==> config.mk <==
export PLATFORM = sky130hd
export DESIGN_NAME = frame_capture
export DESIGN_NICKNAME = d
export VERILOG_FILES = /design/src/logic/frame_pkg.sv /design/src/logic/frame_capture.sv
export SDC_FILE = /design/constraint.sdc
export NUM_CORES = 1
export LEC_CHECK = 0
export BUFFER_PORTS_ARGS = -buffer_cell sky130_fd_sc_hd__clkbuf_2
export CORE_MARGIN = 2
export CORE_UTILIZATION = 41
export CTS_CLUSTER_DIAMETER = 100
export DETAILED_ROUTE_END_ITERATION = 8
export PLACE_DENSITY = 0.87
export SYNTH_ARGS = -nofsm -noshare
export SYNTH_HDL_FRONTEND = slang
export SYNTH_SLANG_ARGS = --single-unit
export TNS_END_PERCENT = 5
==> constraint.sdc <==
create_clock -name clk -period 2.2 [get_ports clk]
set_input_delay 0.11 -clock clk [delete_from_list [all_inputs] [get_ports clk]]
set_output_delay 0.11 -clock clk [all_outputs]
set_load 0.02 [all_outputs]
==> src/logic/frame_pkg.sv <==
`default_nettype none

package frame_pkg;

    localparam int ADDR_W = 10;
    localparam int WORD_W = 32;
    localparam int NUM_W  = 10;

    typedef logic [ADDR_W-1:0] addr_t;
    typedef logic [WORD_W-1:0] word_t;
    typedef logic [NUM_W-1:0]  count_t;

    typedef struct packed {
        logic [7:0] r;
        logic [7:0] g;
        logic [7:0] b;
    } pixel_t;

    typedef struct packed {
        pixel_t pixel;
        logic   de;
        logic   vsync;
    } video_t;

    // Write request payload
    typedef struct packed {
        addr_t addr;
        word_t data;
    } mem_wr_t;

    typedef struct packed {
        addr_t addr;
    } mem_rd_t;

    typedef struct packed {
        addr_t  addr;
        count_t num;
    } host_req_t;

    localparam addr_t CAPTURE_BASE = '0;

    // Top byte zero, then r, g, b
    function automatic word_t pixel_word(pixel_t px);
        return {8'h00, px};
    endfunction

endpackage

`default_nettype wire
==> src/logic/frame_capture.sv <==
`timescale 1ns/1ps
`default_nettype none

module frame_capture (
    input  wire                    clk,
    input  wire                    reset_i,
    input  wire frame_pkg::video_t video_i,
    input  wire                    capture_i,
    output logic                   wr_req_o,
    output frame_pkg::mem_wr_t     wr_o,
    output logic                   capture_done_o
);

    import frame_pkg::*;

    logic  vsync_q;
    logic  vsync_rise;
    logic  armed_q;
    logic  active_q;
    addr_t addr_q;

    assign vsync_rise = video_i.vsync & ~vsync_q;

    // Index 0 on the write port always wins since video cannot stall
    assign wr_req_o  = active_q & video_i.de;
    assign wr_o.addr = addr_q;
    assign wr_o.data = pixel_word(video_i.pixel);

    always_ff @(posedge clk) begin
        if (reset_i) begin
            vsync_q        <= 1'b0;
            armed_q        <= 1'b0;
            active_q       <= 1'b0;
            addr_q         <= CAPTURE_BASE;
            capture_done_o <= 1'b0;
        end else begin
            vsync_q        <= video_i.vsync;
            capture_done_o <= 1'b0;
            if (vsync_rise) begin
                if (active_q) begin
                    // Closing vsync ends the frame
                    active_q       <= 1'b0;
                    armed_q        <= 1'b0;
                    capture_done_o <= 1'b1;
                end else if (armed_q) begin
                    active_q <= 1'b1;
                    addr_q   <= CAPTURE_BASE;
                end
            end
            if (wr_req_o) begin
                addr_q <= addr_q + 1'b1;
            end
            if (capture_i) begin
                armed_q <= 1'b1;
            end
        end
    end

endmodule

`default_nettype wire

* After elaboration in Yosys (flattened, before gate mapping)
Index checks and enable logic that the tools add are counted.
** Storage, ports and cells
- Flip-flop bits (word level) :: 14
- Input port bits :: 29
- Output and inout bits :: 44
- Word-level logic and storage cells :: 28
** Operators by class
- Add/sub/neg operators :: 1
- Eq/ne operators :: 1
- Multiplexer cells :: 10
- Bitwise operators :: 4
- Reduce and logical (&&, ||, !) cells :: 7
** Operators with widths (number)
- 2-to-1 mux 10 bit :: 4
- adder 10 x 1 -> 10 bit (second input constant) :: 1
- nonzero test 2 bit :: 4
- 2-to-1 mux 1 bit :: 6
- AND reduction 3 bit :: 1
- bitwise AND 1 bit :: 2
- inequality test 2 bit (second input constant) :: 1
- inverter 1 bit :: 2
- AND reduction 2 bit :: 1
- OR reduction 2 bit :: 1

* Depth between registers and ports, before layout
- Word-level depth :: 4
- Gate-level depth with buffers :: 5
- Gate-level depth less buffers :: 4

* Least setup slack after synthesis
Ideal clock, no wire load.
- Path kind :: register to register
- Start :: register addr_q[0]
- End :: register addr_q[8]
- Setup time :: 0.074 ns
- Arrival time :: 1.411 ns
- Required time :: 2.126 ns
- Slack :: 0.714 ns
- Stages on the path, launching flop included :: 5
- Buffers on the path :: 0
- Period minus slack after synthesis :: 1.486 ns
- Cell sequence :: dfxtp_1 > ha_1 > nand3_1 > or4_1 > a31oi_1
** Between the ends
- Longest elaborated chain between the ends :: 2
** Ends and longest elaborated chain
- start: declaration :: RTL line frame_capture.sv:20 : addr_t addr_q;
- start signal: assignment :: RTL line frame_capture.sv:51 : addr_q <= addr_q + 1'b1;
- adder 10 x 1 -> 10 bit :: RTL line frame_capture.sv:51
- 2-to-1 mux 10 bit :: RTL line frame_capture.sv:50 : if (wr_req_o) begin
No other way between the ends.
A chain may end at the register's enable or synchronous reset.

* Worst setup path after layout
Same ends and word-level chain as after synthesis.

==> flow_summary_export.csv <==
group,metric,value,unit
cts,cts_tree,"done",
detailed_routing,detail_route.iter0.violations,19,
timing,setup_violations,0,
logic_synthesis,synth_sequential_area_ratio,0.3173,
status,outcome,"finished, final reports clean",
cells_and_area,layout.nets,127,
cells_and_area,area_delta_synth_final,-11.05,%
cts,tritoncts.num_buffers,3,
global_routing,grt_antenna_before_repair,0,
cts,cts.repair_timing.setup_buffer_count,0,
cells_and_area,final_layout_size_suffix_gt1_frac,0.2316,
logic_synthesis,syn-cell-area,883.3,um^2
cts,clock_path_buffers,2,
pwr,vdd_ir_drop_max,0.2031,mV
global_routing,grt.overflow.total,0,
logic_synthesis,post-synth-top-count-cell,"sky130_fd_sc_hd__buf_4",
critical_path,crit_path_start_kind,"flop",
job,drv.max_cap_violation_count,0,
pwr,finalPower,0.0004398,W
cells_and_area,antenna-diode-count,0,
detailed_routing,vias_per_cell,5.426,
min_path,hold_class,"input pin to flop",
die,die_height,50.42,um
critical_path,worst-endpoint-required,2410,ps
cts,tritoncts_num_sinks,14,
critical_path,cell_at_the_slowest_stage_of_the_critical_path,"sky130_fd_sc_hd__or4_1",
critical_path,cpLargestDelayFamily,"simple AND/OR/NAND/NOR gates",
global_routing,global_route_wire_length_before_repair,2525,um
cells_and_area,layout.cells.non_filler,122,
die,start_util,0.4412,
timing,min_period,1476,ps
detailed_routing,drt-pass1-iter-count,4,
cts,clk_root_buffer_cell,"sky130_fd_sc_hd__clkbuf_4",
logic_synthesis,post_synth_inst_count,104,
global_routing,gr-usage-all-layers,0.1298,
timing,final.setup_skew,3.194,ps
critical_path,timing.critical_path.to_type,"flop",
timing,grt_setup_unrepaired,"no",
critical_path,timing.critical_path.depth,4,
critical_path,worst-setup-path-type,"flop to flop",
timing,timing.setup.tns,0,ps
logic_synthesis,synth-edff-count,0,
logic_synthesis,cell_type_contributing_the_most_total_cell_area_after_synthesis,"sky130_fd_sc_hd__dfxtp_1",
detailed_routing,final_antenna_net_count,0,
detailed_routing,dr_total_vias,662,
global_routing,vias_in_the_first_global_route,581,
placement,gp_congestion,0.8588,
timing,hold_viol_final,0,
logic_synthesis,share_of_synthesized_flip_flops_with_an_asynchronous_set_or_reset,0,
detailed_routing,drc_errors,0,
die,num_rows,16,
logic_synthesis,synth.top_cell.area_share,0.3173,
cts,cts.htree.levels,1,
placement,port_buffers,16,
logic_synthesis,post_synth_main_area_contributors,"sky130_fd_sc_hd__dfxtp_1, sky130_fd_sc_hd__buf_4, sky130_fd_sc_hd__a21oi_1, sky130_fd_sc_hd__nand3_1, sky130_fd_sc_hd__or4_1",
placement,dpl.hpwl,1126,um
timing,clock.fmax,0.6776,GHz
logic_synthesis,synth_warnings,0,
die,die_area,2542,um^2
cts,cts-resized-gates,0,
critical_path,worst-r2r-cell-count,4,
cts,cts_hold_buffers,0,
logic_synthesis,synth_flop_cell,"sky130_fd_sc_hd__dfxtp_1",
critical_path,arrival,1680,ps
detailed_routing,detail_route.wirelength,1540,um
placement,dp_cells,119,
logic_synthesis,netlist_top_cells_count,"sky130_fd_sc_hd__buf_4, sky130_fd_sc_hd__dfxtp_1, sky130_fd_sc_hd__a21oi_1, sky130_fd_sc_hd__nand3_1, sky130_fd_sc_hd__nand2_1",
logic_synthesis,synth.ff_latch_count,14,
min_path,hold_depth,3,
critical_path,crit_path_max_fanout,6,
timing,timing.final.crit_share,0.6708,
detailed_routing,routed_wire_length_per_instance,12.62,um
logic_synthesis,avgSynthCellArea,8.494,um^2
logic_synthesis,synth_cell_types,31,
critical_path,worst_path_bufs_invs,0,
cts,cts.clk_slew.worst_paths,80,ps
die,num_io_pins,73,
critical_path,cpPeakStageDelay,440,ps
pwr,power.leakage,0.3027,nW
cts,clkLatencyLatePin,280,ps
timing,drv_slew,0,
die,core_box_area,2002,um^2
die,chipWidth,50.42,um
critical_path,worstPathCellList,"ha_1 -> nand3_1 -> or4_1 -> a31oi_1",
pwr,cellPowerDensity,559.8,nW/um^2
cells_and_area,final_util,0.3925,
global_routing,grt_max_degree,16,
cells by family after synthesis:
| kind of cell | after synthesis | share of synthesized area |
|---|---|---|
| fa+ha+maj | 1 | 0.01416 |
| compound gates | 20 | 0.1515 |
| buf+inv | 39 | 0.3116 |
| flops | 14 | 0.3173 |
| other cells | 1 | 0.004245 |
| mux | 1 | 0.01275 |
| simple gates | 28 | 0.1884 |
metrics by stage:
step	worst slack (ps)	hold slack [ps]	instance area, um^2
after detailed placement	725.4	220.1	763.2
after floorplan	714.1	182.1	909.6
after CTS	714.6	42.78	785.8
after global routing	590.0	45.31	785.8
final	724.3	43.89	785.8
after global placement	779.8	220.1	763.2
power by group:
part / switching (W) / internal [W]
Clock: 0.0000783 / 0.0000634
Sequential: 0.00000345 / 0.000257
Combinational: 0.0000287 / 0.00000867
Total: 0.000111 / 0.000329
worst reg2reg max path: stages (launching register included):
cell and delay, ps:
sky130_fd_sc_hd__dfxtp_1 410, sky130_fd_sc_hd__ha_1 220, sky130_fd_sc_hd__nand3_1 180, sky130_fd_sc_hd__or4_1 440, sky130_fd_sc_hd__a31oi_1 160
metal layers:
| metal | up-vias | global-route usage | wire (um) |
|---|---|---|---|
| met5 | - | 0 | 0 |
| met4 | 0 | 0.1036 | 32 |
| met3 | 10 | 0.05952 | 164 |
| met2 | 38 | 0.1689 | 667 |
| met1 | 293 | 0.1609 | 676 |
| li1 | 321 | - | - |
cells in the final DEF, fill, tap and decap left out, types with 2 or more instances in the layout:
cell type / n
sky130_fd_sc_hd__inv_1: 3
sky130_fd_sc_hd__conb_1: 8
sky130_fd_sc_hd__o21a_1: 2
sky130_fd_sc_hd__nand4_1: 2
sky130_fd_sc_hd__clkbuf_4: 3
sky130_fd_sc_hd__nand3_1: 7
sky130_fd_sc_hd__o311ai_0: 2
sky130_fd_sc_hd__a31oi_1: 2
sky130_fd_sc_hd__a311oi_1: 2
sky130_fd_sc_hd__clkbuf_2: 16
sky130_fd_sc_hd__dfxtp_1: 14
sky130_fd_sc_hd__or4_1: 4
sky130_fd_sc_hd__o211ai_1: 2
sky130_fd_sc_hd__a21oi_1: 7
sky130_fd_sc_hd__nor2_1: 3
sky130_fd_sc_hd__nand2_1: 5
final timing paths:
kind | start | endpoint | slack [ps]
setup / recovery | addr_q[0]$_SDFFE_PP0P_ | addr_q[8]$_SDFFE_PP0P_ | 720
setup reg to reg | addr_q[0]$_SDFFE_PP0P_ | addr_q[8]$_SDFFE_PP0P_ | 720
hold / removal | capture_i | armed_q$_SDFFE_PP0P_ | 40
hold reg to reg | armed_q$_SDFFE_PP0P_ | armed_q$_SDFFE_PP0P_ | 500
state kept, by name, summed over array words and instances (netlist names):
register / count
addr_q: 10
armed_q: 1
vsync_q: 1
active_q: 1
capture_done_o: 1
layout make-up:
type                            count  area, um^2
Tap cell                           27       33.78
Multi-Input combinational cell     58       354.1
Inverter                            4       15.01
Fill cell                         212        1216
Timing Repair Buffer               16       80.08
Clock buffer                        3       22.52
Sequential cell                    14       280.3
Power figures use the tool's default switching activity.
