`src/logic/frame_pkg.sv`:
```
`default_nettype none

package frame_pkg;

    localparam int ADDR_W = 10;
    localparam int WORD_W = 32;
    localparam int NUM_W  = 10;

    typedef logic [ADDR_W-1:0] addr_t;
    typedef logic [WORD_W-1:0] word_t;
    typedef logic [NUM_W-1:0]  count_t;

    typedef struct packed {
        logic [7:0] r;
        logic [7:0] g;
        logic [7:0] b;
    } pixel_t;

    typedef struct packed {
        pixel_t pixel;
        logic   de;
        logic   vsync;
    } video_t;

    // Write request payload
    typedef struct packed {
        addr_t addr;
        word_t data;
    } mem_wr_t;

    typedef struct packed {
        addr_t addr;
    } mem_rd_t;

    typedef struct packed {
        addr_t  addr;
        count_t num;
    } host_req_t;

    localparam addr_t CAPTURE_BASE = '0;

    // Top byte zero, then r, g, b
    function automatic word_t pixel_word(pixel_t px);
        return {8'h00, px};
    endfunction

endpackage

`default_nettype wire
```
`src/logic/gray_copy.sv`:
```
`timescale 1ns/1ps
`default_nettype none

module gray_copy #(
    parameter int               FRAME_WORDS = 32,
    parameter frame_pkg::addr_t READ_BASE   = frame_pkg::CAPTURE_BASE,
    parameter frame_pkg::addr_t WRITE_BASE  = 10'd512
) (
    input  wire                   clk,
    input  wire                   reset_i,
    input  wire                   start_i,
    output logic                  rd_req_o,
    output frame_pkg::mem_rd_t    rd_o,
    input  wire                   rd_gnt_i,
    input  wire frame_pkg::word_t rd_data_i,
    output logic                  wr_req_o,
    output frame_pkg::mem_wr_t    wr_o,
    input  wire                   wr_gnt_i,
    output logic                  done_o
);

    import frame_pkg::*;

    typedef enum logic [1:0] {
        ST_READ,
        ST_WAIT,
        ST_WRITE
    } state_t;

    state_t     state_q;
    logic       busy_q;
    addr_t      idx_q;
    logic       last;
    pixel_t     src;
    logic [9:0] luma_sum;
    pixel_t     gray_px;
    word_t      gray_word_q;

    assign last = (idx_q == addr_t'(FRAME_WORDS - 1));

    // Gray is (r + 2g + b) / 4 in all three colour bytes
    assign src      = rd_data_i[23:0];
    assign luma_sum = {2'b00, src.r} + {1'b0, src.g, 1'b0} + {2'b00, src.b};
    assign gray_px  = '{r: luma_sum[9:2], g: luma_sum[9:2], b: luma_sum[9:2]};

    assign rd_req_o  = busy_q && (state_q == ST_READ);
    assign rd_o.addr = READ_BASE + idx_q;
    assign wr_req_o  = busy_q && (state_q == ST_WRITE);
    assign wr_o.addr = WRITE_BASE + idx_q;
    assign wr_o.data = gray_word_q;
    assign done_o    = wr_req_o & wr_gnt_i & last;

    // Read data is on the bus the cycle after our grant
    always_ff @(posedge clk) begin
        if (busy_q && (state_q == ST_WAIT)) begin
            gray_word_q <= pixel_word(gray_px);
        end
    end

    always_ff @(posedge clk) begin
        if (reset_i) begin
            busy_q  <= 1'b0;
            state_q <= ST_READ;
            idx_q   <= '0;
        end else if (!busy_q) begin
            if (start_i) begin
                busy_q  <= 1'b1;
                state_q <= ST_READ;
                idx_q   <= '0;
            end
        end else begin
            case (state_q)
                ST_READ: begin
                    if (rd_gnt_i) begin
                        state_q <= ST_WAIT;
                    end
                end
                ST_WAIT: begin
                    state_q <= ST_WRITE;
                end
                ST_WRITE: begin
                    if (wr_gnt_i) begin
                        state_q <= ST_READ;
                        idx_q   <= idx_q + 1'b1;
                        busy_q  <= !last;
                    end
                end
                default: begin
                    state_q <= ST_READ;
                end
            endcase
        end
    end

endmodule

`default_nettype wire

```
`config.mk`:
```
export PLATFORM = sky130hd
export DESIGN_NAME = gray_copy
export DESIGN_NICKNAME = d
export VERILOG_FILES = /design/src/logic/frame_pkg.sv /design/src/logic/gray_copy.sv
export SDC_FILE = /design/constraint.sdc
export NUM_CORES = 1
export LEC_CHECK = 0
export BUFFER_PORTS_ARGS = -buffer_cell sky130_fd_sc_hd__buf_2
export CORE_MARGIN = 10
export CORE_UTILIZATION = 44
export CTS_CLUSTER_SIZE = 10
export DETAILED_ROUTE_END_ITERATION = 16
export PLACE_DENSITY = 0.8
export SYNTH_ARGS = -nofsm -noshare
export SYNTH_HDL_FRONTEND = slang
export SYNTH_SLANG_ARGS = --single-unit
```
`constraint.sdc`:
```
create_clock -name clk -period 3.1 [get_ports clk]
set_input_delay 0.62 -clock clk [delete_from_list [all_inputs] [get_ports clk]]
set_output_delay 0.62 -clock clk [all_outputs]
set_load 0.1 [all_outputs]
```
### Word level (Yosys, flattened, before mapping)

Index checks and enable logic that the tools add are counted.

| word-level totals | value |
|---|---|
| RAM bits | 0 |
| word-level logic and storage cells | 38 |
| register bits after elaboration | 37 |
| memories | 0 |
| memory bits (read-only) | 0 |
| latch bits | 0 |
| input bits | 37 |

| operators by class | value |
|---|---|
| multiplexer cells | 13 |
| shift operators | 0 |
| multiply operators | 0 |
| bitwise logic cells | 2 |
| $lt $le $gt $ge | 0 |
| add/sub/neg operators | 4 |
| equal/unequal tests | 7 |
| div/mod/pow operators | 0 |
| reduce and logical (&&, ||, !) cells | 8 |

Operators with widths:

| operator | number |
|---|---|
| two-way mux 10 bit | 4 |
| adder 10 x 1 -> 10 bit (second input constant) | 1 |
| adder 10 bit (first input constant) | 1 |
| adder 10 x 8 -> 10 bit | 1 |
| adder 8 x 9 -> 10 bit | 1 |
| equality test 10 x 5 -> 1 bit (second input constant) | 1 |
| two-way mux 2 bit | 4 |
| inequality test 3 bit (second input constant) | 2 |
| case mux 2 bit (3 select lines) | 1 |
| AND reduction 3 bit | 2 |
| two-way mux 1 bit | 4 |
| logical AND 1 bit | 3 |
| bitwise AND 1 bit | 2 |
| equality test 2 x 1 -> 1 bit (second input constant) | 1 |
| equality test 2 bit (second input constant) | 1 |
| zero test 2 bit | 1 |
| inequality test 2 x 1 -> 1 bit (second input constant) | 1 |
| inequality test 2 bit (second input constant) | 1 |
| nonzero test 2 bit | 1 |
| zero test 1 bit | 1 |

### Logic depth before layout (Yosys ltp)

| depth | value |
|---|---|
| depth after elaboration | 5 |
| gate-level depth with buffers | 8 |
| mapped depth without buffers | 8 |

### Worst setup path after synthesis

Ideal clock, no wire load.

| timing path | value |
|---|---|
| path type | register to output |
| start | reg idx_q[0] |
| end | out done_o |
| setup slack | -1.031 ns |
| arrival | 3.511 ns |
| data required time | 2.480 ns |
| cell stages (with the launch flop) | 5 |
| cell sequence | dfxtp_1 ha_1 nand4_1 or4_1 nor4_2 |

| on the way | value |
|---|---|
| word-level cells in the longest chain between the ends | 2 |

RTL lines:

| what | line | text |
|---|---|---|
| from (decl) | gray_copy.sv:32 | `addr_t idx_q;` |
| from (signal assigned) | gray_copy.sv:84 | `idx_q <= idx_q + 1'b1;` |
| equality test 10 x 5 -> 1 bit | gray_copy.sv:39 | `assign last = (idx_q == addr_t'(FRAME_WORDS - 1));` |
| bitwise AND 1 bit | gray_copy.sv:51 | `assign done_o = wr_req_o & wr_gnt_i & last;` |
| to (decl) | gray_copy.sv:19 | `output logic done_o` |

Every way passes these cells.

### Final worst setup path

| timing path | value |
|---|---|
| start | reg busy_q |
| end | out done_o |

| on the way | value |
|---|---|
| word-level cells in the longest chain between the ends | 3 |

RTL lines:

| what | line | text |
|---|---|---|
| from (decl) | gray_copy.sv:31 | `logic busy_q;` |
| from (signal assigned) | gray_copy.sv:85 | `busy_q <= !last;` |
| logical AND 1 bit | gray_copy.sv:48 | `assign wr_req_o = busy_q && (state_q == ST_WRITE);` |
| bitwise AND 1 bit (2 in a row) | gray_copy.sv:51 |  |

Every way passes these cells.

==> metrics.md <==
| Metric | Value |
|---|---|
| Num ports | 92 |
| RSZ-0062 raised after global routing | no |
| Worst Tran Pin Value | approximately 660 ps |
| Reg-to-reg startpoint | busy_q$_SDFF_PP0_ |
| Initial Util | 45.0% |
| Initial antenna violation count | 0 |
| Clock sinks | 21 |
| MaxCap Viol Count | 0 |
| Setup Crit Path Kind | reg2out |
| Port Buf Inserts | between 70 and 80 |
| Crit Path Max Fanout | 8 |
| Drt initial violations | 32 |
| Drt drc | 0 |
| Inst Count DP | between 200 and 300 |
| CTS Buffer Depth | 2 |
| Met2 routed WL | 1910 um |
| CP arrival | around 2000 ps |
| Slew headroom | between 50 and 60% |
| CTS tree | built |
| Avg Synthesized Cell Area | 9.60 sq um |
| Final Wtd Congestion | between 0.7 and 0.8 |
| Final wirelength | about 3700 um |
| Crit Reg-Reg Endpoint | busy_q$_SDFF_PP0_ |
| Fin area | 1900 sq um |
| Seq. cell area | between 500 and 600 sq um |
| Antenna diodes | 0 |
| Metal-1 WL | about 1400 um |
| Fin Clk Skew | 5.01 ps |
| Ys async rst share | 0% |
| Worst setup EP type | output port |
| Fin nets | about 270 |
| Worst hold endpoint | idx_q[1]$_SDFFE_PP0P_ |
| HPWL after detailed placement | 3160 um |
| Library cells used by synthesis | 49 |
| H-tree levels | 1 |
| Most used DFF post-synth | dfxtp_1 |
| Peak Freq | ~390 MHz |
| Multi-input logic area | 868 sq um |
| Largest net degree at the start of global routing | 12 |
| Die ar. | 6520 sq um |
| Clk pin slew, worst setup/hold paths | 80 ps |
| Clk root buf | clkbuf_8 |
| Cell Count, Final, Fillers Out | around 270 |
| Pwr/cell area | 409 nW/um^2 |
| Worst Hold Depth | 2 |
| Die height | between 80 and 90 um |
| Pre-antenna DRT Iters | 4 |
| Synth top area cells | dfxtp_1 (16%), buf_4 (15%), edfxtp_1 (15%), fa_1 (9.9%), ha_1 (6.2%) |
| Fillers | between 300 and 400 |
| DR WL/cell | about 14 um |
| Rows | 22 |
| Vias per cell | about 5 |
| Worst r2r path cells | 4 |
| Top Layer Used | met4 |
| Util after Layout | around 53% |
| Max Slew Vio Count | 0 |
| Post-synth top area share | 16.0% |
| Vias in the first global route | roughly 1300 |
| Worst Setup SP | busy_q$_SDFF_PP0_ |
| Die W | around 81 um |
| Post-route minimum period | 2580 ps |
| Worst EP required | ~2500 ps |
| Commonest cells post-synth | buf_4 (33), nor2_1 (24), dfxtp_1 (13) |
| Total CTS buffers | 3 |
| GRT Total Usage | a little over a tenth |
| Synth Instances | 169 |
| Synth Register Bits | 21 |
| R2R Setup Slk | around 1400 ps |
| First-pass GRT wire length | approximately 6000 um |
| Crit share post-route | a little over four fifths |
| Met3 wire len | roughly 300 um |
| Synth area leader | dfxtp_1 |
| GRT overflow | 0 |
| Share of cells above drive strength 1 | 40.2% |
| Area grow syn2layout | 16.9% |
| Status | finished clean |
| Count leader, synth | buf_4 |
| Hold path start | idx_q[1]$_SDFFE_PP0P_ |
| Post-route ant nets | 0 |
| Class of the worst hold path | reg2reg |
| Post-CTS Setup Inserts | 0 |
| Hold Buf Count CTS | 0 |
| Max rail drop VDD | 0.199 mV |
| Placed inst area | between 1500 and 2000 sq um |
| Synth Warn # | 0 |
| Hold Violations, Final | 0 |
| Core Area | ~3600 sq um |
| DR vias | around 1300 |
| Skew-Pair Late Insertion Delay | ~250 ps |
| Area of the mapped netlist | around 1600 sq um |
| Cts repair resizes | 0 |
| Final setup vio count | 0 |
| Startpoint types | register |
| Cell leakage power | roughly 0.93 nW |
| Sequential share of the synthesized area | 30.8% |
| Post-synth EDFFs | 8 |
==> flip-flops by register name (all words and copies together) (netlist names) <==
name         count
idx_q           10
gray_word_q      8
state_q          2
busy_q           1
==> critical path: stages, from the launching register on <==
cell and delay [ps]:
dfxtp_1 440, nand4b_1 160, or4_1 540, nor4_4 340, buf_12 220
==> cells in the final DEF (no fill, tap or decap), types with 2 or more instances in the layout <==
cell and count:
a21o_1 4, buf_2 74, nor2_1 24, fa_1 8
ha_1 8, o21ai_0 4, xnor2_1 2, o2111ai_1 2
clkbuf_8 3, xor2_1 8, edfxtp_1 8, nand2_1 2
o21a_1 2, a21oi_1 4, dfxtp_2 5, inv_1 7
and4b_1 2, a211oi_1 2, o211ai_1 3, dfxtp_1 8
a22oi_1 2, conb_1 8
==> kinds of logic (layout without fill, tap and decap cells) <==
| group | count (synthesis) | in the layout | share of synthesized area, % |
|---|---|---|---|
| DFF | 21 | 21 | 30.8 |
| AOI/OAI and AO/OA | 32 | 32 | 14.0 |
| adders and majority gates | 16 | 16 | 16.0 |
| and+or+nand+nor | 46 | 46 | 15.3 |
| xor gates and xnor gates | 10 | 10 | 5.40 |
| buffers and inverters | 43 | 86 | 18.1 |
| other | 1 | 8 | 0.231 |
==> worst max path at each step <==
stage | endpoint | slack (ps) | cells after the start
6_report | done_o | 520 | 4
5_1_grt | done_o | 430 | 4
4_1_cts | done_o | 520 | 4
3_5_place_dp | gray_word_q[15]$_DFFE_PP_ | 350 | 9
2_1_floorplan | done_o | -90 | 4
3_3_place_gp | gray_word_q[21]$_DFFE_PP_ | 360 | 9
==> stage by stage <==
stage | total power, mW | hold slack (ps) | worst slack, ps | TNS [ps]
6_report | 0.776 | 532 | 519 | 0
2_1_floorplan | 0.562 | 538 | -87.6 | -87.6
4_1_cts | 0.781 | 537 | 517 | 0
3_5_place_dp | 0.607 | 515 | 355 | 0
3_3_place_gp | 0.598 | 515 | 362 | 0
5_1_grt | 0.821 | 568 | 425 | 0
==> cell type report <==
type,instances,area share [%]
Sequential cell,21,26.7
Tap cell,48,3.17
Inverter,7,1.39
Multi-Input combinational cell,112,45.8
Clock buffer,4,2.37
Timing Repair Buffer,75,20.6
==> metal layers <==
metal / global-route usage, % / up-vias
met5: 0 / -
met4: 4.50 / 0
met3: 2.32 / 2
met2: 19.2 / 39
met1: 12.4 / 610
li1: - / 654
==> where the power goes <==
group | internal (mW) | switching, mW
sequential | 0.301 | 0.00437
combinational | 0.0947 | 0.201
clock | 0.0913 | 0.0831
Note: power is estimated with default switching activity, not from simulation.
