## config.mk

```make
export PLATFORM = sky130hd
export DESIGN_NAME = host_reader
export DESIGN_NICKNAME = d
export VERILOG_FILES = /design/src/logic/frame_pkg.sv /design/src/logic/host_reader.sv
export SDC_FILE = /design/constraint.sdc
export NUM_CORES = 1
export LEC_CHECK = 0
export BUFFER_PORTS_ARGS = -buffer_cell sky130_fd_sc_hd__buf_2
export CAP_MARGIN = 25
export CORE_MARGIN = 5
export CORE_UTILIZATION = 53
export DETAILED_ROUTE_END_ITERATION = 8
export GPL_ROUTABILITY_DRIVEN = 0
export GPL_TIMING_DRIVEN = 0
export PLACE_DENSITY = 0.86
export SETUP_SLACK_MARGIN = 0.02
export SYNTH_ARGS = -nofsm -noshare
export SYNTH_HDL_FRONTEND = slang
export SYNTH_SLANG_ARGS = --single-unit
```

## constraint.sdc

```tcl
create_clock -name clk -period 5.1 [get_ports clk]
set_input_delay 0.765 -clock clk [delete_from_list [all_inputs] [get_ports clk]]
set_output_delay 0.765 -clock clk [all_outputs]
set_load 0.02 [all_outputs]
```

## src/logic/frame_pkg.sv

```systemverilog
`default_nettype none

package frame_pkg;

    localparam int ADDR_W = 10;
    localparam int WORD_W = 32;
    localparam int NUM_W  = 10;

    typedef logic [ADDR_W-1:0] addr_t;
    typedef logic [WORD_W-1:0] word_t;
    typedef logic [NUM_W-1:0]  count_t;

    typedef struct packed {
        logic [7:0] r;
        logic [7:0] g;
        logic [7:0] b;
    } pixel_t;

    typedef struct packed {
        pixel_t pixel;
        logic   de;
        logic   vsync;
    } video_t;

    // Write request payload
    typedef struct packed {
        addr_t addr;
        word_t data;
    } mem_wr_t;

    typedef struct packed {
        addr_t addr;
    } mem_rd_t;

    typedef struct packed {
        addr_t  addr;
        count_t num;
    } host_req_t;

    localparam addr_t CAPTURE_BASE = '0;

    // Top byte zero, then r, g, b
    function automatic word_t pixel_word(pixel_t px);
        return {8'h00, px};
    endfunction

endpackage

`default_nettype wire
```

## src/logic/host_reader.sv

```systemverilog
`timescale 1ns/1ps
`default_nettype none

module host_reader (
    input  wire                       clk,
    input  wire                       reset_i,
    input  wire                       kick_i,
    input  wire frame_pkg::host_req_t req_i,
    output logic                      busy_o,
    output logic                      rd_req_o,
    output frame_pkg::mem_rd_t        rd_o,
    input  wire                       rd_gnt_i,
    input  wire frame_pkg::word_t     rd_data_i,
    output frame_pkg::word_t          data_o,
    output logic                      valid_o
);

    import frame_pkg::*;

    addr_t  issue_addr_q;
    count_t num_q;
    count_t issued_q;
    count_t returned_q;
    logic   rd_gnt_q;

    assign rd_req_o  = busy_o && (issued_q != num_q);
    assign rd_o.addr = issue_addr_q;
    // Delayed grant marks our word on the shared read bus
    assign valid_o   = rd_gnt_q;
    assign data_o    = rd_data_i;

    always_ff @(posedge clk) begin
        if (reset_i) begin
            busy_o     <= 1'b0;
            rd_gnt_q   <= 1'b0;
            issued_q   <= '0;
            returned_q <= '0;
        end else begin
            rd_gnt_q <= rd_gnt_i;
            if (!busy_o && kick_i) begin
                busy_o       <= (req_i.num != '0);
                issue_addr_q <= req_i.addr;
                num_q        <= req_i.num;
                issued_q     <= '0;
                returned_q   <= '0;
            end else if (busy_o) begin
                if (rd_gnt_i) begin
                    issue_addr_q <= issue_addr_q + 1'b1;
                    issued_q     <= issued_q + 1'b1;
                end
                if (rd_gnt_q) begin
                    returned_q <= returned_q + 1'b1;
                    if (returned_q == num_q - 1'b1) begin
                        busy_o <= 1'b0;
                    end
                end
            end
        end
    end

endmodule

`default_nettype wire

```

## After elaboration in Yosys (flattened, before gate mapping)

Cells that the tools add are included.

| word-level totals | value |
|---|---|
| register bits | 42 |
| bits in latches | 0 |
| bits in writable memories | 0 |
| memory bits (read-only) | 0 |
| input bits | 56 |
| output and inout port bits | 45 |
| logic and storage cells | 31 |
| memories | 0 |

| cells by class | value |
|---|---|
| add/subtract/negate cells | 4 |
| multiply operators | 0 |
| div/mod/pow operators | 0 |
| $lt $le $gt $ge | 0 |
| equality and inequality tests | 2 |
| shifts and indexed selects | 0 |
| muxes and demuxes | 7 |
| bitwise logic cells | 1 |
| reductions and logical operators | 11 |

Operators with widths:

| kind | count |
|---|---|
| 10-bit by 1-bit adder with 10-bit output (second input constant) | 3 |
| 10-bit 2-to-1 mux | 3 |
| 10-bit equality test | 1 |
| 10-bit inequality test | 1 |
| 10-bit nonzero test | 1 |
| 10-bit by 1-bit subtractor with 10-bit output (second input constant) | 1 |
| 2-bit AND reduction | 3 |
| 1-bit 2-to-1 mux | 4 |
| 2-bit nonzero test | 2 |
| 3-bit AND reduction | 1 |
| 1-bit logical AND | 2 |
| 2-bit OR reduction | 1 |
| 1-bit logical NOT | 1 |
| 1-bit NOT | 1 |

## Depth between registers and ports, before layout

Gate-level depths: netlist (run 1).

| logic depth | value |
|---|---|
| depth in word-level cells | 6 |
| gate-level depth with buffers | 8 |
| gate-level depth less buffers | 8 |

## Worst setup path after synthesis (run 1)

No wires, ideal clock.

| timing | value |
|---|---|
| kind | register to output |
| start | register num_q[4] |
| end | output port rd_req_o |
| data arrival time | 1.162 ns |
| required time | 4.335 ns |
| setup slack | 3.173 ns |
| cell stages (with the launch flop) | 4 |
| path buffers | 0 |
| cell sequence | edfxtp_1 > xnor2_1 > nand4_1 > o41a_1 |

| between the ends | value |
|---|---|
| longest elaborated chain between the ends | 2 |

RTL lines:

| element | RTL line | source |
|---|---|---|
| start: declaration | host_reader.sv:21 | `count_t num_q;` |
| start signal: assignment | host_reader.sv:43 | `num_q <= req_i.num;` |
| 10-bit inequality test | host_reader.sv:26 | `assign rd_req_o = busy_o && (issued_q != num_q);` |
| 1-bit logical AND | host_reader.sv:26 |  |
| end: declaration | host_reader.sv:10 | `output logic rd_req_o,` |

Every way passes these cells.

## Worst setup path after layout (run 1)

Ends and elaborated chain as after synthesis.

==> metrics.md, run 1 <==
| Metric | Value |
|---|---|
| Crit-path cells | xnor2_1 > nand4_1 > o41a_1 > buf_2 |
| Largest net degree at the start of global routing | 13 |
| Max Buffers Root-to-Sink | 2 |
| Reg-to-Reg End | busy_o$_SDFF_PP0_ |
| Synth Net Count | 338 |
| Yosys warnings | 0 |
| Layout net count | 414 |
| Final hold violations | 0 |
| CP max FO | 4 |
| Final setup viols | 0 |
| Crit path launch type | flop |
| #FFs+latches synth | 42 |
| Stages on worst setup path | 4 |
| Final Cell Area | 3040 um2 |
| Outcome | finished, final reports clean |
| Critical-path top delay cell | edfxtp_1 |
| Remaining DRCs | 0 |
| Cell taking the most area after synthesis | edfxtp_1 |
| Async set or reset register ratio after synthesis | 0% |
| Synth top area share | 23.6% |
| Slew margin rel. | 42.0% |
| Reg-to-Reg Start | num_q[0]$_DFFE_PP_ |
| RSZ-0062 raised after global routing | false |
| CTS sink cnt | 42 |
| DR WL/cell | 12.8 um |
| Number of vias per cell | 5.14 |
| Layout area overhead | 19.5% |
| Crit Path Category | flop to output port |
| Pleak | 1.23 nW |
| Die height | 79.2 um |
| Peak VDD IR | 0.000218 V |
| Chip Width | 79.2 um |
| CTS tree | built |
| Worst R2R Setup Slack | 3.07 ns |
| Cells on worst reg2reg path | 7 |
| Rows | 25 |
| Min-delay worst type | flop to flop |
| CP endpoint kind | output port |
| Antenna Nets Post-Route | 0 |
| Final core occ | 64.7% |
| Max Fclk | 412 MHz |
| Synth Flop Type | dfxtp_1 |
| Clock latency on the worst-skew pair | 0.29 ns |
| Final period util | 47.6% |
| Ports | 101 |
| Buffers on Ports | 68 |
| Post-synth EDFFs | 20 |
| Post-CTS sizing | 0 |
| Clock Skew | 0.00631 ns |
| DP HPWL | 4220 um |
| Max stage delay on crit path | 0.51 ns |
| Layout cell share with drive strength beyond 1 | 33.0% |
| Num CTS Buffers | 5 |
| CP Capture Point | rd_req_o |
| Initial Util | 54.2% |
| Max Slew Vio Count | 0 |
| Final setup margin | 2.67 ns |
| Filler cells | 391 |
| Yosys cell types | 34 |
| Final WL | 5260 um |
| Seq/Total Area, Yosys | 41.0% |
| Max Cap Viol | 0 |
| Worst Path Buf+Inv | 1 |
| Core area | 4690 um2 |
| Root Buffer | clkbuf_8 |
| N_diodes | 0 |
| Synth area leaders | edfxtp_1 24%, dfxtp_1 17%, buf_4 9.7% |
| Syn_area_per_cell | 9.14 um2 |
| Post-Synthesis Cells | 278 |
| Worst Path Required | 4.34 ns |
| DRT iter0 DRCs | 79 |
| Total track usage | 16.7% |
| Mapped Area | 2540 um2 |
| Via Count | 2102 |
| Postcts setup bufs | 0 |
| Accumulated negative setup slack | 0 ns |
| Commonest non-fill, non-tap cell in the layout | buf_2 |
| Placed Area | 2950 um2 |
| Overflow left after global routing | 0 |
| Initial antenna violation count | 0 |
| # H-tree levels | 2 |
| Worst-path clk slew | 0.07 ns |
| Vias in the first global route | 1860 |
| Die Area | 6280 um2 |
| Crit path from | num_q[4]$_DFFE_PP_ |
| Post-layout min period | 2.43 ns |
| Critical path arrival | 1.66 ns |
| Delay-heaviest family, CP | flip-flops |
| Placement Setup Slack | 2.80 ns |
| Most frequent cells in the layout | 70 x buf_2, 34 x buf_4, 30 x nor2_1 |
| First-pass GRT wire length | 8340 um |
| First-pass iteration count of the detailed router | 4 |
| Pwr/cell area | 231 nW/um2 |
| Hold_buf cts | 0 |
| Least-Margin Pin Slew | 0.866 ns |
[where the power goes]
group | internal [mW] | switching, mW | total, mW
sequential | 0.366 | 0.0128 | 0.379
clock | 0.0941 | 0.107 | 0.201
combinational | 0.0547 | 0.0671 | 0.122
total | 0.515 | 0.187 | 0.702
[tightest hold or removal path, cell delays in order, from the launching register on]
cell and delay, ns:
dfxtp_1 0.36, nand2_1 0.07, a21oi_1 0.06
[flip-flops by register name, summed over array words and instances (netlist names)]
register / cells
issued_q: 10
num_q: 10
rd_o: 10
returned_q: 10
busy_o: 1
valid_o: 1
[area by class of cell]
cell class,instances,area (um2),share of cell area (%)
inverters,7,26.3,0.865
plain buffers,44,299,9.84
clock inverters,2,8.76,0.288
multi-input cells,185,1170,38.7
flip-flops and latches,42,1040,34.3
well taps,54,67.6,2.22
clock buffers,6,72.6,2.39
repair buffers,69,348,11.4
[worst min-delay path by stage]
stage,end,slack (ns),from,depth (start not counted)
2_1_floorplan,returned_q[4]$_SDFFE_PP0P_,0.48,returned_q[4]$_SDFFE_PP0P_,2
3_3_place_gp,returned_q[4]$_SDFFE_PP0P_,0.50,returned_q[4]$_SDFFE_PP0P_,2
3_5_place_dp,returned_q[4]$_SDFFE_PP0P_,0.52,returned_q[4]$_SDFFE_PP0P_,2
4_1_cts,returned_q[1]$_SDFFE_PP0P_,0.53,returned_q[1]$_SDFFE_PP0P_,2
5_1_grt,returned_q[4]$_SDFFE_PP0P_,0.55,returned_q[4]$_SDFFE_PP0P_,2
6_report,returned_q[1]$_SDFFE_PP0P_,0.53,returned_q[1]$_SDFFE_PP0P_,2
[synthesized netlist by cell type, types with 3 or more instances]
cell / number
inv_1: 7
dfxtp_1: 22
nand3_1: 16
edfxtp_1: 20
nor2_1: 30
o21ai_0: 15
buf_4: 33
nor4_1: 3
nor3_1: 5
clkbuf_1: 8
a21oi_1: 7
xnor2_1: 28
nand2_1: 26
nand4_1: 11
ha_1: 4
xor2_1: 20
[metrics by stage]
step / instances / power [mW] / hold slack [ns]
global placement: 400 / 0.505 / 0.500
global route: 409 / 0.738 / 0.555
detailed placement: 400 / 0.508 / 0.520
CTS: 408 / 0.707 / 0.530
finish: 409 / 0.702 / 0.530
floorplan: 278 / 0.468 / 0.483
[cells by family after synthesis]
family | count (synthesis) | share of synthesized area [%]
buffers and inverters | 51 | 12.8
AND/OR/NAND/NOR | 103 | 20.1
AO/OA/AOI/OAI | 29 | 6.94
adder cells (fa/ha/maj) | 4 | 1.97
flip-flops | 42 | 41.0
XOR/XNOR | 49 | 17.2
[per-layer routing]
layer / up-vias / wire (um) / track usage, %
met5: - / 0 / 0
met4: 0 / 55 / 5.84
met3: 5 / 545 / 3.97
met2: 99 / 2470 / 28.5
met1: 938 / 2190 / 20.5
li1: 1060 / - / -
Note: power is estimated with default switching activity, not from simulation.
==> inputs of run 2 (changes only) <==
Settings changed: CORE_UTILIZATION 53 to 49, PLACE_DENSITY 0.86 to 0.81.
Clock period 5.1 ns to 2.35 ns, I/O delays scaled along.
==> run 2 against run 1 <==
Compared with the run above:
- sequential share of layout area down 0.25 points
- critical path depth up 4
- final area up 0.74%
- setup slack worse by 2.3 ns
- clock power up 140%
- sequential power up 120%
==> metrics.md, run 2 (synthesis results as in run 1) <==
| Metric | Value |
|---|---|
| Root Buffer | clkbuf_8 |
| Pleak | 1.23 nW (about the same) |
| Final setup margin | 0.329 ns (-2.35 ns) |
| Max Buffers Root-to-Sink | 2 (unchanged) |
| Antenna Nets Post-Route | 0 (unchanged) |
| Accumulated negative setup slack | 0 ns (unchanged) |
| Worst Hold Path EP | num_q[9]$_DFFE_PP_ |
| Sw frac | 26.3% (-0.38 points) |
| Final WL | 5460 um (+4.0%) |
| Placement Setup Slack | 0.414 ns (-2.38 ns) |
| Worst Hold Depth | 1 (-1) |
| First-pass GRT wire length | 8250 um (-1.1%) |
| Chip Width | 82.0 um (+3.5%) |
| Design internal power | 1.15 mW (+120%) |
| CP endpoint kind | flop |
| Peak VDD IR | 0.000266 V (+22%) |
| Least-Margin Pin Slew | 0.980 ns (+0.114 ns) |
| DP HPWL | 4270 um (+1.2%) |
| Cells on worst reg2reg path | 8 (+1) |
| Max Cap Viol | 0 (unchanged) |
| Layout cell share with drive strength beyond 1 | 33.1% (+0.093 points) |
| Initial antenna violation count | 0 (unchanged) |
| Die Area | 6730 um2 (+7.1%) |
| Vias in the first global route | 1886 (+1.4%) |
| RSZ-0062 raised after global routing | false |
| Remaining DRCs | 0 (unchanged) |
| Wire length on met2 | 2680 um (+8.6%) |
| N_diodes | 0 (unchanged) |
| Worst-path clk slew | 0.07 ns (about the same) |
| Ports | 101 (unchanged) |
| Critical path arrival | 2.19 ns (+0.53 ns) |
| DRT iter0 DRCs | 101 (+28%) |
| Post-layout min period | 2.02 ns |
| Most frequent cells in the layout | 70 x buf_2, 33 x buf_4, 30 x nor2_1 |
| Commonest non-fill, non-tap cell in the layout | buf_2 |
| Worst R2R Setup Slack | 0.33 ns (-2.74 ns) |
| Total track usage | 16.1% (-0.52 points) |
| DR top layer | met4 |
| Pwr/cell area | 509 nW/um2 (+120%) |
| Rows | 26 (+4.0%) |
| Delay-heaviest family, CP | simple AND/OR/NAND/NOR gates |
| Largest net degree at the start of global routing | 13 (unchanged) |
| Overflow left after global routing | 0 (unchanged) |
| Die height | 82.0 um (+3.5%) |
| CP max FO | 6 (+2) |
| Max Fclk | 495 MHz |
| Layout area overhead | 20.4% |
| Post-CTS sizing | 0 (unchanged) |
| Buffers on Ports | 68 (unchanged) |
| Max Slew Vio Count | 0 (unchanged) |
| CTS sink cnt | 42 (unchanged) |
| Worst Path Required | 2.52 ns (-1.82 ns) |
| Layout net count | 413 (-0.24%) |
| Max stage delay on crit path | 0.54 ns (+0.03 ns) |
| # H-tree levels | 2 (unchanged) |
| Metal-1 WL | 2170 um (-0.82%) |
| Critical-path top delay cell | edfxtp_1 |
| Crit Path Category | flop to flop |
| Metal3 WL | 519 um (-4.8%) |
| Min-delay worst type | input pin to flop |
| Final period util | 86.0% |
| Final setup viols | 0 (unchanged) |
| Clock network power share | 30.4% (+1.7 points) |
| Comb pwr share | 16.8% (-0.6 points) |
| Postcts setup bufs | 0 (unchanged) |
| First-pass iteration count of the detailed router | 4 (unchanged) |
| Crit-path cells | inv_1 > ha_1 > or3_1 > nor2_1 > a32o_1 > a221oi_2 > nor3_1 > a31oi_1 |
| Reg-to-Reg End | busy_o$_SDFF_PP0_ |
| Via Count | 2094 (-0.38%) |
| Switch Pwr | 0.409 mW (+120%) |
| Final hold violations | 0 (unchanged) |
| Worst Path Buf+Inv | 1 (unchanged) |
| DR WL/cell | 12.9 um (+0.28%) |
| Hold_buf cts | 0 (unchanged) |
| Power Total | 1.56 mW (+120%) |
| CTS tree | built |
| Initial Util | 50.1% (-4.1 points) |
| Crit path launch type | flop |
| Slew margin rel. | 34.7% (-7.4 points) |
| Clock latency on the worst-skew pair | 0.30 ns (about the same) |
| Reg-to-Reg Start | num_q[0]$_DFFE_PP_ |
| Number of vias per cell | 4.94 (-3.9%) |
| Core area | 5070 um2 (+8.2%) |
| Num CTS Buffers | 5 (unchanged) |
| Clock Skew | 0.00958 ns (+0.00327 ns) |
| Hold path start | req_i[9] |
| Outcome | finished, final reports clean |
| Flop pwr share | 52.8% (-1.2 points) |
==> run 2: cell types whose count changed in the layout (fill, tap and decap cells not counted) <==
cell / before / now
clkbuf_8: 5 / 6
clkinv_1: 1 / 0
buf_4: 34 / 33
==> run 2: worst max path at each step <==
stage,start,end,depth (start not counted),slack [ns]
2_1_floorplan,num_q[0]$_DFFE_PP_,busy_o$_SDFF_PP0_,7,0.58
3_3_place_gp,num_q[0]$_DFFE_PP_,busy_o$_SDFF_PP0_,7,0.43
4_1_cts,num_q[4]$_DFFE_PP_,rd_req_o,4,0.33
6_report,num_q[0]$_DFFE_PP_,busy_o$_SDFF_PP0_,8,0.33
5_1_grt,num_q[4]$_DFFE_PP_,rd_req_o,4,0.19
3_5_place_dp,num_q[0]$_DFFE_PP_,busy_o$_SDFF_PP0_,7,0.41
==> run 2: metrics by stage <==
step	cell area (um2)	util, %	hold WS (ns)	cells
global route	3060	60.3	0.227	424
CTS	3060	60.3	0.231	424
finish	3060	60.3	0.240	424
floorplan	2540	-	0.424	278
detailed placement	2970	58.5	0.515	416
global placement	2970	58.5	0.501	416
==> run 2: layer usage <==
metal	up-vias	track usage (%)
met5	-	0
met2	93	27.5
li1	1058	-
met1	932	18.8
met3	11	5.15
met4	0	6.31
==> run 2: power by group through the flow <==
stage	registers (mW)	clock network (mW)	logic, mW
final	0.822	0.474	0.262
after global routing	0.825	0.517	0.286
after CTS	0.822	0.490	0.264
after detailed placement	0.838	0	0.263
after global placement	0.838	0	0.257
after floorplan	0.849	0	0.167
==> run 2: worst register-to-register path, stage by stage, from the launching register on <==
cell	delay (ns)
edfxtp_1	0.54
inv_1	0.08
ha_1	0.21
or3_1	0.39
nor2_1	0.10
a32o_1	0.15
a221oi_2	0.07
nor3_1	0.24
a31oi_1	0.12
==> run 2: cell type report <==
class                           count  area [um2]
Timing Repair Buffer               68         340
Clock inverter                      1        5.00
Fill cell                         450        2010
Sequential cell                    42        1040
Inverter                            7        26.3
Tap cell                           70        87.6
Buffer                             44         299
Multi-Input combinational cell    185        1170
Clock buffer                        7        86.3
